### config.mk
export PLATFORM = sky130hd
export DESIGN_NAME = apb_pwm_top
export DESIGN_NICKNAME = d
export VERILOG_FILES = /design/src/common/pwm_pkg.sv /design/src/rtl/apb_pwm_top.sv /design/src/rtl/apb_read_mux.sv /design/src/pwm_channel/pwm_channel.sv /design/src/rtl/apb_reg_decoder.sv
export VERILOG_INCLUDE_DIRS = /design/src /design/src/common
export SDC_FILE = /design/constraint.sdc
export NUM_CORES = 1
export LEC_CHECK = 0
export BUFFER_PORTS_ARGS = -buffer_cell sky130_fd_sc_hd__buf_2
export CELL_PAD_IN_SITES_DETAIL_PLACEMENT = 2
export CELL_PAD_IN_SITES_GLOBAL_PLACEMENT = 2
export CORE_ASPECT_RATIO = 0.75
export CORE_UTILIZATION = 41
export DETAILED_ROUTE_END_ITERATION = 10
export GPL_TIMING_DRIVEN = 0
export PLACE_DENSITY_LB_ADDON = 0.1
export SLEW_MARGIN = 20
export SYNTH_ARGS = -nofsm -noshare
export SYNTH_HDL_FRONTEND = slang
export SYNTH_SLANG_ARGS = --single-unit
### constraint.sdc
create_clock -name clk_sys_i -period 2.9 [get_ports clk_sys_i]
set_input_delay 0.29 -clock clk_sys_i [delete_from_list [all_inputs] [get_ports clk_sys_i]]
set_output_delay 0.29 -clock clk_sys_i [all_outputs]
set_load 0.03 [all_outputs]
### src/common/pwm_config.svh
// Build-time sizing and register map of the APB PWM bank, included by the package and RTL
`ifndef PWM_CONFIG_SVH
`define PWM_CONFIG_SVH

////////////////////////////////////////////////////////////////////////////
// Channel sizing
////////////////////////////////////////////////////////////////////////////

`define PWM_NUM_CHANNELS   12  // Also the width of pwm_o
`define PWM_CTR_WIDTH      8   // Counter, PERIOD and DUTY

////////////////////////////////////////////////////////////////////////////
// APB bus and register map
////////////////////////////////////////////////////////////////////////////

`define APB_ADDR_WIDTH     12
`define APB_DATA_WIDTH     32

// Register slot sits in paddr[3:2] and the channel index in paddr[7:4]
`define PWM_REG_IDX_LSB    2
`define PWM_REG_IDX_WIDTH  2
`define PWM_CH_STRIDE_BITS 4
`define PWM_CH_SEL_WIDTH   4
`define PWM_DEV_ADDR_WIDTH (`PWM_CH_STRIDE_BITS + `PWM_CH_SEL_WIDTH)  // Bits above are illegal

`endif
### src/common/pwm_pkg.sv
// Shared APB and PWM channel types of the PWM bank, referenced by scoped name where used
`include "pwm_config.svh"

package pwm_pkg;

  ////////////////////////////////////////////////////////////////////////////
  // APB3 request and response
  ////////////////////////////////////////////////////////////////////////////

  typedef struct packed {
    logic                       psel;
    logic                       penable;
    logic                       pwrite;
    logic [`APB_ADDR_WIDTH-1:0] paddr;
    logic [`APB_DATA_WIDTH-1:0] pwdata;
  } apb_req_t;

  typedef struct packed {
    logic [`APB_DATA_WIDTH-1:0] prdata;
    logic                       pready;   // Tied high, no wait states
    logic                       pslverr;
  } apb_rsp_t;

  ////////////////////////////////////////////////////////////////////////////
  // Per-channel register slots and traffic
  ////////////////////////////////////////////////////////////////////////////

  typedef enum logic [`PWM_REG_IDX_WIDTH-1:0] {
    REG_CTRL   = 2'd0,
    REG_PERIOD = 2'd1,
    REG_DUTY   = 2'd2,
    REG_COUNT  = 2'd3   // Read only
  } pwm_reg_e;

  // Write command from the decoder to one channel
  typedef struct packed {
    logic                      wr_en;
    pwm_reg_e                  reg_sel;
    logic [`PWM_CTR_WIDTH-1:0] wdata;
  } pwm_wr_t;

  // Everything a channel exposes for readback
  typedef struct packed {
    logic                      enable;
    logic [`PWM_CTR_WIDTH-1:0] period;
    logic [`PWM_CTR_WIDTH-1:0] duty;
    logic [`PWM_CTR_WIDTH-1:0] count;
  } pwm_state_t;

endpackage

### src/rtl/apb_pwm_top.sv
// Top level of the APB PWM bank, connecting the register decoder, the channels and the read mux
`timescale 1ns/10ps
`include "pwm_config.svh"

module apb_pwm_top (
  input  logic                         clk_sys_i,
  input  logic                         rst_sys_ni,

  // APB3 slave port
  input  pwm_pkg::apb_req_t            apb_req_i,
  output pwm_pkg::apb_rsp_t            apb_rsp_o,

  // One output per channel
  output logic [`PWM_NUM_CHANNELS-1:0] pwm_o
);

  pwm_pkg::pwm_wr_t    [`PWM_NUM_CHANNELS-1:0] ch_wr;
  pwm_pkg::pwm_state_t [`PWM_NUM_CHANNELS-1:0] ch_state;
  logic                [`PWM_NUM_CHANNELS-1:0] rd_sel;
  pwm_pkg::pwm_reg_e                           rd_reg;
  logic                [`APB_DATA_WIDTH-1:0]   prdata;
  logic                                        pslverr;

  ////////////////////////////////////////////////////////////////////////////
  // Address decode and legality
  ////////////////////////////////////////////////////////////////////////////

  apb_reg_decoder u_decoder (
    .clk_sys_i (clk_sys_i),
    .rst_sys_ni(rst_sys_ni),
    .apb_req_i (apb_req_i),
    .ch_wr_o   (ch_wr),
    .rd_sel_o  (rd_sel),
    .rd_reg_o  (rd_reg),
    .pslverr_o (pslverr)
  );

  ////////////////////////////////////////////////////////////////////////////
  // Channel bank
  ////////////////////////////////////////////////////////////////////////////

  for (genvar i = 0; i < `PWM_NUM_CHANNELS; i++) begin : gen_channel
    pwm_channel u_channel (
      .clk_sys_i (clk_sys_i),
      .rst_sys_ni(rst_sys_ni),
      .wr_i      (ch_wr[i]),
      .state_o   (ch_state[i]),
      .pwm_o     (pwm_o[i])
    );
  end : gen_channel

  ////////////////////////////////////////////////////////////////////////////
  // Readback and response
  ////////////////////////////////////////////////////////////////////////////

  apb_read_mux u_read_mux (
    .state_i  (ch_state),
    .rd_sel_i (rd_sel),
    .rd_reg_i (rd_reg),
    .prdata_o (prdata)
  );

  assign apb_rsp_o.prdata  = prdata;
  assign apb_rsp_o.pready  = 1'b1;   // Every transfer completes in its access cycle
  assign apb_rsp_o.pslverr = pslverr;

endmodule

### src/rtl/apb_read_mux.sv
// Read data mux of the PWM bank, returning the addressed channel register as APB prdata
`timescale 1ns/10ps
`include "pwm_config.svh"

module apb_read_mux (
  input  pwm_pkg::pwm_state_t [`PWM_NUM_CHANNELS-1:0] state_i,
  input  logic                [`PWM_NUM_CHANNELS-1:0] rd_sel_i,  // One-hot or zero
  input  pwm_pkg::pwm_reg_e                           rd_reg_i,
  output logic                [`APB_DATA_WIDTH-1:0]   prdata_o
);

  pwm_pkg::pwm_state_t sel_state;

  // AND-OR select, zero when nothing is selected
  always_comb begin
    sel_state = '0;
    for (int i = 0; i < `PWM_NUM_CHANNELS; i++) begin
      if (rd_sel_i[i]) begin
        sel_state = sel_state | state_i[i];
      end
    end
  end

  // Field pick, zero-extended to the bus width
  always_comb begin
    case (rd_reg_i)
      pwm_pkg::REG_CTRL:   prdata_o = `APB_DATA_WIDTH'(sel_state.enable);
      pwm_pkg::REG_PERIOD: prdata_o = `APB_DATA_WIDTH'(sel_state.period);
      pwm_pkg::REG_DUTY:   prdata_o = `APB_DATA_WIDTH'(sel_state.duty);
      pwm_pkg::REG_COUNT:  prdata_o = `APB_DATA_WIDTH'(sel_state.count);
      default:             prdata_o = '0;
    endcase
  end

endmodule

### src/pwm_channel/pwm_channel.sv
// One PWM channel with CTRL, PERIOD and DUTY registers, a wrapping counter and a registered output
`timescale 1ns/10ps
`include "pwm_config.svh"

module pwm_channel (
  input  logic                clk_sys_i,
  input  logic                rst_sys_ni,

  input  pwm_pkg::pwm_wr_t    wr_i,      // From the decoder
  output pwm_pkg::pwm_state_t state_o,   // To the read mux

  output logic                pwm_o
);

  logic                      enable_q;
  logic [`PWM_CTR_WIDTH-1:0] period_q;
  logic [`PWM_CTR_WIDTH-1:0] duty_q;
  logic [`PWM_CTR_WIDTH-1:0] count_q;
  logic                      pwm_q;
  logic                      wrap;

  ////////////////////////////////////////////////////////////////////////////
  // Control registers
  ////////////////////////////////////////////////////////////////////////////

  always_ff @(posedge clk_sys_i or negedge rst_sys_ni) begin
    if (!rst_sys_ni) begin
      enable_q <= 1'b0;
      period_q <= '0;
      duty_q   <= '0;
    end else if (wr_i.wr_en) begin
      case (wr_i.reg_sel)
        pwm_pkg::REG_CTRL:   enable_q <= wr_i.wdata[0];
        pwm_pkg::REG_PERIOD: period_q <= wr_i.wdata;
        pwm_pkg::REG_DUTY:   duty_q   <= wr_i.wdata;
        default: ;  // COUNT is read only
      endcase
    end
  end

  ////////////////////////////////////////////////////////////////////////////
  // Counter and compare
  ////////////////////////////////////////////////////////////////////////////

  // At or past PERIOD also covers a PERIOD lowered mid-cycle
  assign wrap = count_q >= period_q;

  always_ff @(posedge clk_sys_i or negedge rst_sys_ni) begin
    if (!rst_sys_ni) begin
      count_q <= '0;
    end else if (!enable_q) begin
      count_q <= '0;             // Held while disabled
    end else if (wrap) begin
      count_q <= '0;
    end else begin
      count_q <= count_q + 1'b1;
    end
  end

  // High for count values 0 .. DUTY-1 of each PERIOD+1 cycle
  always_ff @(posedge clk_sys_i or negedge rst_sys_ni) begin
    if (!rst_sys_ni) begin
      pwm_q <= 1'b0;
    end else begin
      pwm_q <= enable_q & (count_q < duty_q);
    end
  end

  assign pwm_o = pwm_q;

  assign state_o.enable = enable_q;
  assign state_o.period = period_q;
  assign state_o.duty   = duty_q;
  assign state_o.count  = count_q;

endmodule

### src/rtl/apb_reg_decoder.sv
// APB access decoder for the PWM bank, producing channel write commands, read select and pslverr
`timescale 1ns/10ps
`include "pwm_config.svh"

module apb_reg_decoder (
  input  logic                                     clk_sys_i,
  input  logic                                     rst_sys_ni,

  input  pwm_pkg::apb_req_t                        apb_req_i,

  // To the channels
  output pwm_pkg::pwm_wr_t [`PWM_NUM_CHANNELS-1:0] ch_wr_o,

  // To the read mux
  output logic             [`PWM_NUM_CHANNELS-1:0] rd_sel_o,
  output pwm_pkg::pwm_reg_e                        rd_reg_o,

  output logic                                     pslverr_o
);

  logic [`PWM_CH_SEL_WIDTH-1:0] ch_idx;
  pwm_pkg::pwm_reg_e            reg_slot;
  logic                         setup_q;
  logic                         access;
  logic                         ch_out_of_range;
  logic                         wr_read_only;
  logic                         addr_high_set;
  logic                         addr_err;
  logic                         legal_wr;
  logic                         legal_rd;

  ////////////////////////////////////////////////////////////////////////////
  // Transfer phase tracking
  ////////////////////////////////////////////////////////////////////////////

  // Remembers that the previous cycle was a setup phase
  always_ff @(posedge clk_sys_i or negedge rst_sys_ni) begin
    if (!rst_sys_ni) begin
      setup_q <= 1'b0;
    end else begin
      setup_q <= apb_req_i.psel & ~apb_req_i.penable;
    end
  end

  // Access phase only when it follows a setup phase
  assign access = apb_req_i.psel & apb_req_i.penable & setup_q;

  ////////////////////////////////////////////////////////////////////////////
  // Address split and legality
  ////////////////////////////////////////////////////////////////////////////

  assign ch_idx   = apb_req_i.paddr[`PWM_CH_STRIDE_BITS +: `PWM_CH_SEL_WIDTH];
  assign reg_slot = pwm_pkg::pwm_reg_e'(apb_req_i.paddr[`PWM_REG_IDX_LSB +: `PWM_REG_IDX_WIDTH]);

  assign ch_out_of_range = int'(ch_idx) >= `PWM_NUM_CHANNELS;
  assign wr_read_only    = apb_req_i.pwrite & (reg_slot == pwm_pkg::REG_COUNT);
  assign addr_high_set   = |apb_req_i.paddr[`APB_ADDR_WIDTH-1:`PWM_DEV_ADDR_WIDTH];
  assign addr_err        = ch_out_of_range | wr_read_only | addr_high_set;

  assign legal_wr = access & apb_req_i.pwrite & ~addr_err;
  assign legal_rd = access & ~apb_req_i.pwrite & ~addr_err;

  assign pslverr_o = access & addr_err;  // Low outside the access phase
  assign rd_reg_o  = reg_slot;

  ////////////////////////////////////////////////////////////////////////////
  // Per-channel strobes
  ////////////////////////////////////////////////////////////////////////////

  always_comb begin
    for (int i = 0; i < `PWM_NUM_CHANNELS; i++) begin
      ch_wr_o[i].wr_en   = legal_wr && (int'(ch_idx) == i);
      ch_wr_o[i].reg_sel = reg_slot;
      ch_wr_o[i].wdata   = apb_req_i.pwdata[`PWM_CTR_WIDTH-1:0];
      rd_sel_o[i]        = legal_rd && (int'(ch_idx) == i);  // One-hot or zero
    end
  end

endmodule

# ---- Word-level counts from Yosys, hierarchy flattened
# Index checks and enable logic that the tools add are counted.
dict set report totals {
  ff_bits 313
  input_bits 49
  out_inout_bits 46
  wordCells 249
}
dict set report classes {
  addsub 12
  magnitude_cmp 25
  n_eq_ne 14
  muxes 37
  bitwise_logic 37
  n_reduce_logical 63
}
# cell n
set ops {}
lappend ops {{two-way mux 25 bit} 12}
lappend ops {{bitwise OR 25 bit} 11}
lappend ops {{two-way mux 8 bit} 24}
lappend ops {{one-hot mux 32 bit (4 select lines)} 1}
lappend ops {{adder 8 x 1 -> 8 bit, second input constant} 12}
lappend ops {{>= comparator 8 bit} 12}
lappend ops {{< comparator 8 bit} 12}
lappend ops {{AND reduction 2 bit} 36}
lappend ops {{equality test 4 bit, second input constant} 8}
lappend ops {{logical AND 1 bit} 24}
lappend ops {{bitwise AND 1 bit} 21}
lappend ops {{equality test 4 x 3 -> 1 bit, second input constant} 2}
lappend ops {{equality test 2 bit, second input constant} 2}
lappend ops {{equality test 4 x 2 -> 1 bit, second input constant} 1}
lappend ops {{>= comparator 4 bit, second input constant} 1}
lappend ops {{zero test 4 bit} 1}
lappend ops {{OR reduction 4 bit} 1}
lappend ops {{NOT 1 bit} 3}
lappend ops {{equality test 2 x 1 -> 1 bit, second input constant} 1}
lappend ops {{zero test 2 bit} 1}
lappend ops {{bitwise OR 1 bit} 2}

# ---- Logic depth before layout (Yosys ltp)
dict set report depth {
  word_depth 31
  ltp_mapped 9
  depth_no_buf 8
}

# ---- Cells and area by module
# Synthesis repeated with hierarchy kept, for this count alone.
dict set report hier_totals {
  cells_unflattened 1939
  hier_area_um2 20836.2
}
# module n_inst cells_each area_per_inst_um2 seq_area_each_um2
set by_module_without_submodules {}
lappend by_module_without_submodules {{pwm_channel at gen_channel[0].u_channel ...} 8 124 1471.4 650.6}
lappend by_module_without_submodules {{pwm_channel at gen_channel[6].u_channel ...} 4 124 1468.9 650.6}
lappend by_module_without_submodules {apb_read_mux 1 276 1920.6 0.0}
lappend by_module_without_submodules {apb_reg_decoder 1 172 1249.9 25.0}
lappend by_module_without_submodules {apb_pwm_top 1 3 18.8 0.0}

# ---- Worst setup path after synthesis
# Ideal clock, no wire load.
dict set report synth_timing {
  path_type {input-to-output}
  start {input apb_req_i[41] in the netlist's numbering}
  end {output apb_rsp_o[2] in the netlist's numbering}
  arrival_time_ps 3039
  required_time_ps 2610
  path_slack_ps -429
  cell_stages 8
  n_path_buf 2
  path_cell_list {or4_4 > or4_4 > buf_6 > nor3_4 > buf_2 > a22o_1 > a211oi_1 > nor4_1}
}
# element line_no
set synth_rtl {}
lappend synth_rtl {{from (decl)} apb_pwm_top.sv:10} ;# input pwm_pkg::apb_req_t apb_req_i,
lappend synth_rtl {{to (decl)} apb_pwm_top.sv:11} ;# output pwm_pkg::apb_rsp_t apb_rsp_o,

==> impl_metrics.tcl <==
set metrics [dict create \
    die_h_um 191 \
    crit_top_cell "buf_6" \
    slowest_stage "a2111oi_4" \
    initialDrtViolationCount 1639 \
    die_w_um 254 \
    finClkSkew_ns 0.0290 \
    seqPwrFrac_pct 44.0 \
    crit_path_max_incr_delay_ns 0.50 \
    yosys.area_share.adder_pct 12.3 \
    port_buffers 43 \
    first_pass_iters 5 \
    synth_xor_area_share_pct 3.23 \
    overflow 0 \
    grt_pass1_vias 17400 \
    syn_inst 1826 \
    syn_area_per_cell_um2 10.7 \
    area_delta_synth_final_pct 18.6 \
    met3_usage_pct 6.56 \
    yosysUniqueCellTypes 64 \
    fmaxAchievable_ghz 0.294 \
    fill_cells 4737 \
    gp_congestion 1.02 \
    status "complete, but fails checks" \
    critPathCaptureType "output pin" \
    place.detailed.hpwl_um 63000 \
    nNetsFinal 2228 \
    p_clk_share_pct 49.7 \
    synth_compound_area_share_pct 13.9 \
    busiest_layer "met2" \
    finalMaxSlewViolations 0 \
    violations "setup timing" \
    cp-start-kind "flip-flop" \
    cap_violations 0 \
    hold_viol 0 \
    ys_ff_latch 313 \
    rsz0062_at_grt "yes" \
    min_period_over_period_pct 117 \
    clkTransAtPathRegs_ns 0.06 \
    clk_latency_ns 0.57 \
    max-slew-margin-rel_pct 14.6 \
    vias 16500 \
    p_sw_share_pct 25.2 \
    setup_violations 8 \
    coreArea_um2 46500 \
    synth_top_family_by_area "compound AO/OA/AOI/OAI gates" \
    min_to "u_decoder.setup_q" \
    routed_wl_um 85600 \
    crit_buf_inv 5 \
    period_needed_ns 3.40 \
    ant_nets 0 \
    reg2regPathDepth 7 \
    num_io_pins 95 \
    timing.hold.ws_ns 0.0377 \
    muxShareOfSynthArea_pct 12.8 \
    cts_max_path_buffers 3 \
    start_util_pct 42.0 \
    yosys_warnings 0 \
    routed_via_density 6.25 \
    powerDensity_nw_per_um2 430 \
    p_leak_nw 10.4 \
    gr-usage-met2_pct 53.8 \
    path_class "flip-flop to output pin" \
    min_path_type "primary input to flip-flop" \
    worstPathRequired_ns 2.61 \
    grt_antenna_before_repair 4 \
    grt_pass1_wl_um 124000 \
    crit_fanout 9 \
    setup_tns_ns -3.28 \
    ir_drop_mv 0.465 \
    worstPathArrival_ns 3.11 \
    synthFlopType "dfrtp_1" \
    hp-start "apb_req_i[46]" \
    critPathTopFamily "buffers and inverters" \
    cts.sinks 313 \
    cp_cell_sequence "nand4b_1, buf_6, buf_12, nor4_4, buf_6, buf_12, a22oi_2, nand4_1, a2111oi_4, nor4_4, buf_6" \
    cts_root_buf "clkbuf_16" \
    ys_seq_area_share_pct 40.1 \
    cts_max_level 2 \
    seqCellArea_um2 7830 \
    multi_input_area_um2 10900 \
    grt_usage_pct 35.9 \
    use_met1_pct 50.6 \
    switchingPower_mw 2.51 \
    cts_buffers 38 \
    drive_gt1_share_pct 26.7 \
    p_comb_share_pct 6.3 \
    die_area_um2 48500 \
    worst_slew_pin_slew_ns 1.28 \
    antenna_cells 0 \
    synthArstFlopShare_pct 100 \
    fin_ws_ns -0.501 \
    synth_edf_count 0 \
    r2r_end "gen_channel[11].u_channel.duty_q[6]" \
    p_int_mw 7.44 \
    tritoncts "yes" \
    wl_per_cell_um 32.4 \
    hold_path_depth 2 \
    r2r-start "u_decoder.setup_q" \
    yosys.area_share.simple_pct 10.9 \
    std_cell_rows 68 \
    synth_area_um2 19500 \
    drc_errors 0 \
    regToRegSetupSlack_ns 0.04 \
    grt_max_degree 92 \
]
## layer usage
metal / vias to the layer above / wire [um]
met5: - / 24
met4: 4 / 3820
met3: 221 / 6290
met2: 652 / 37000
met1: 8767 / 38500
li1: 6882 / -
## cell usage after synthesis (16+ instances only)
cell type / instances / area share [%]
a21oi_1: 95 / 2.4
nand2_1: 46 / 0.89
and3_1: 29 / 0.93
a21o_1: 48 / 1.8
clkbuf_1: 42 / 0.81
nor3_4: 21 / 1.8
buf_4: 38 / 1.5
ha_1: 192 / 12
o21ai_0: 32 / 0.82
nor2_1: 30 / 0.58
nand2b_1: 33 / 1.1
a22oi_1: 44 / 1.7
nor2b_1: 16 / 0.51
a211oi_1: 33 / 1.3
mux2_2: 204 / 12
a221oi_1: 16 / 0.72
nand4_1: 17 / 0.55
dfrtp_1: 313 / 40
nand3_1: 67 / 1.7
inv_1: 193 / 3.7
xor2_1: 49 / 2.2
mux2i_1: 18 / 0.92
xnor2_1: 23 / 1.0
a22o_1: 19 / 0.85
nor3_1: 22 / 0.56
## through the flow
step                setup WS [ns]  area, um2  power (mW)  utilization, %  cells
global route               -0.505      23100        10.2            49.8   2643
finish                     -0.501      23100        9.95            49.8   2643
floorplan                 0.00925      19700        4.70               -   1849
CTS                        -0.539      22900        9.98            49.3   2631
detailed placement          -1.47      20800        5.01            44.7   2526
global placement            -4.85      20700        4.99            44.5   2522
## power groups by stage
stage               logic, mW  registers [mW]  clock network, mW
finish                  0.629            4.37               4.95
global route            0.641            4.37               5.16
CTS                     0.600            4.37               5.01
detailed placement      0.561            4.45                  0
global placement        0.537            4.46                  0
floorplan               0.246            4.45                  0
## worst max path at each step
stage | startpoint | to | slack, ns | cells after the start
2_1_floorplan | apb_req_i[41] | apb_rsp_o[6] | 0.009 | 8
3_3_place_gp | rst_sys_ni | gen_channel[9].u_channel.count_q[4] | -4.85 | 1
3_5_place_dp | apb_req_i[36] | apb_rsp_o[8] | -1.47 | 10
4_1_cts | u_decoder.setup_q | apb_rsp_o[8] | -0.54 | 11
5_1_grt | u_decoder.setup_q | apb_rsp_o[7] | -0.51 | 11
6_report | u_decoder.setup_q | apb_rsp_o[7] | -0.50 | 11
## cell usage in the layout (no fill, tap or decap), types with 42 or more instances in the layout
cell / instances
a21oi_1: 94
dfrtp_1: 312
nand2_1: 44
inv_1: 193
a21o_1: 48
buf_2: 43
nand3_1: 67
xor2_1: 49
buf_4: 81
mux2_2: 204
ha_1: 192
clkbuf_16: 42
## layout make-up
| class | count | area share (%) |
|---|---|---|
| Multi-Input combinational cell | 1240 | 47.3 |
| Sequential cell | 313 | 33.9 |
| Clock buffer | 57 | 5.00 |
| Timing Repair Buffer | 101 | 3.69 |
| Tap cell | 630 | 3.41 |
| Buffer | 100 | 3.18 |
| Inverter | 193 | 3.13 |
| Clock inverter | 9 | 0.438 |
## sequential cells by signal, summed over array words and instances, names as in the netlist
name	flops
gen_channel.u_channel.count_q	96
gen_channel.u_channel.duty_q	96
gen_channel.u_channel.period_q	96
gen_channel.u_channel.enable_q	12
gen_channel.u_channel.pwm_o	12
u_decoder.setup_q	1
## logic make-up (layout without fill, tap and decap cells)
family	Yosys count	after routing
AOI/OAI and AO/OA	396	396
xor gates and xnor gates	72	72
adders and majority gates	192	192
buffers and inverters	296	460
DFF	313	313
muxes	223	223
other	2	25
and+or+nand+nor	332	332
## timing repair
item	4_1_cts	5_1_grt
gates resized for setup	120	33
pin swaps	32	32
setup endpoints to repair	92	8
buffers inserted	43	14
hold buffers	2	0
cloned	0	1
endpoints found under the hold margin	72	0
Note: power is estimated with default switching activity, not from simulation.
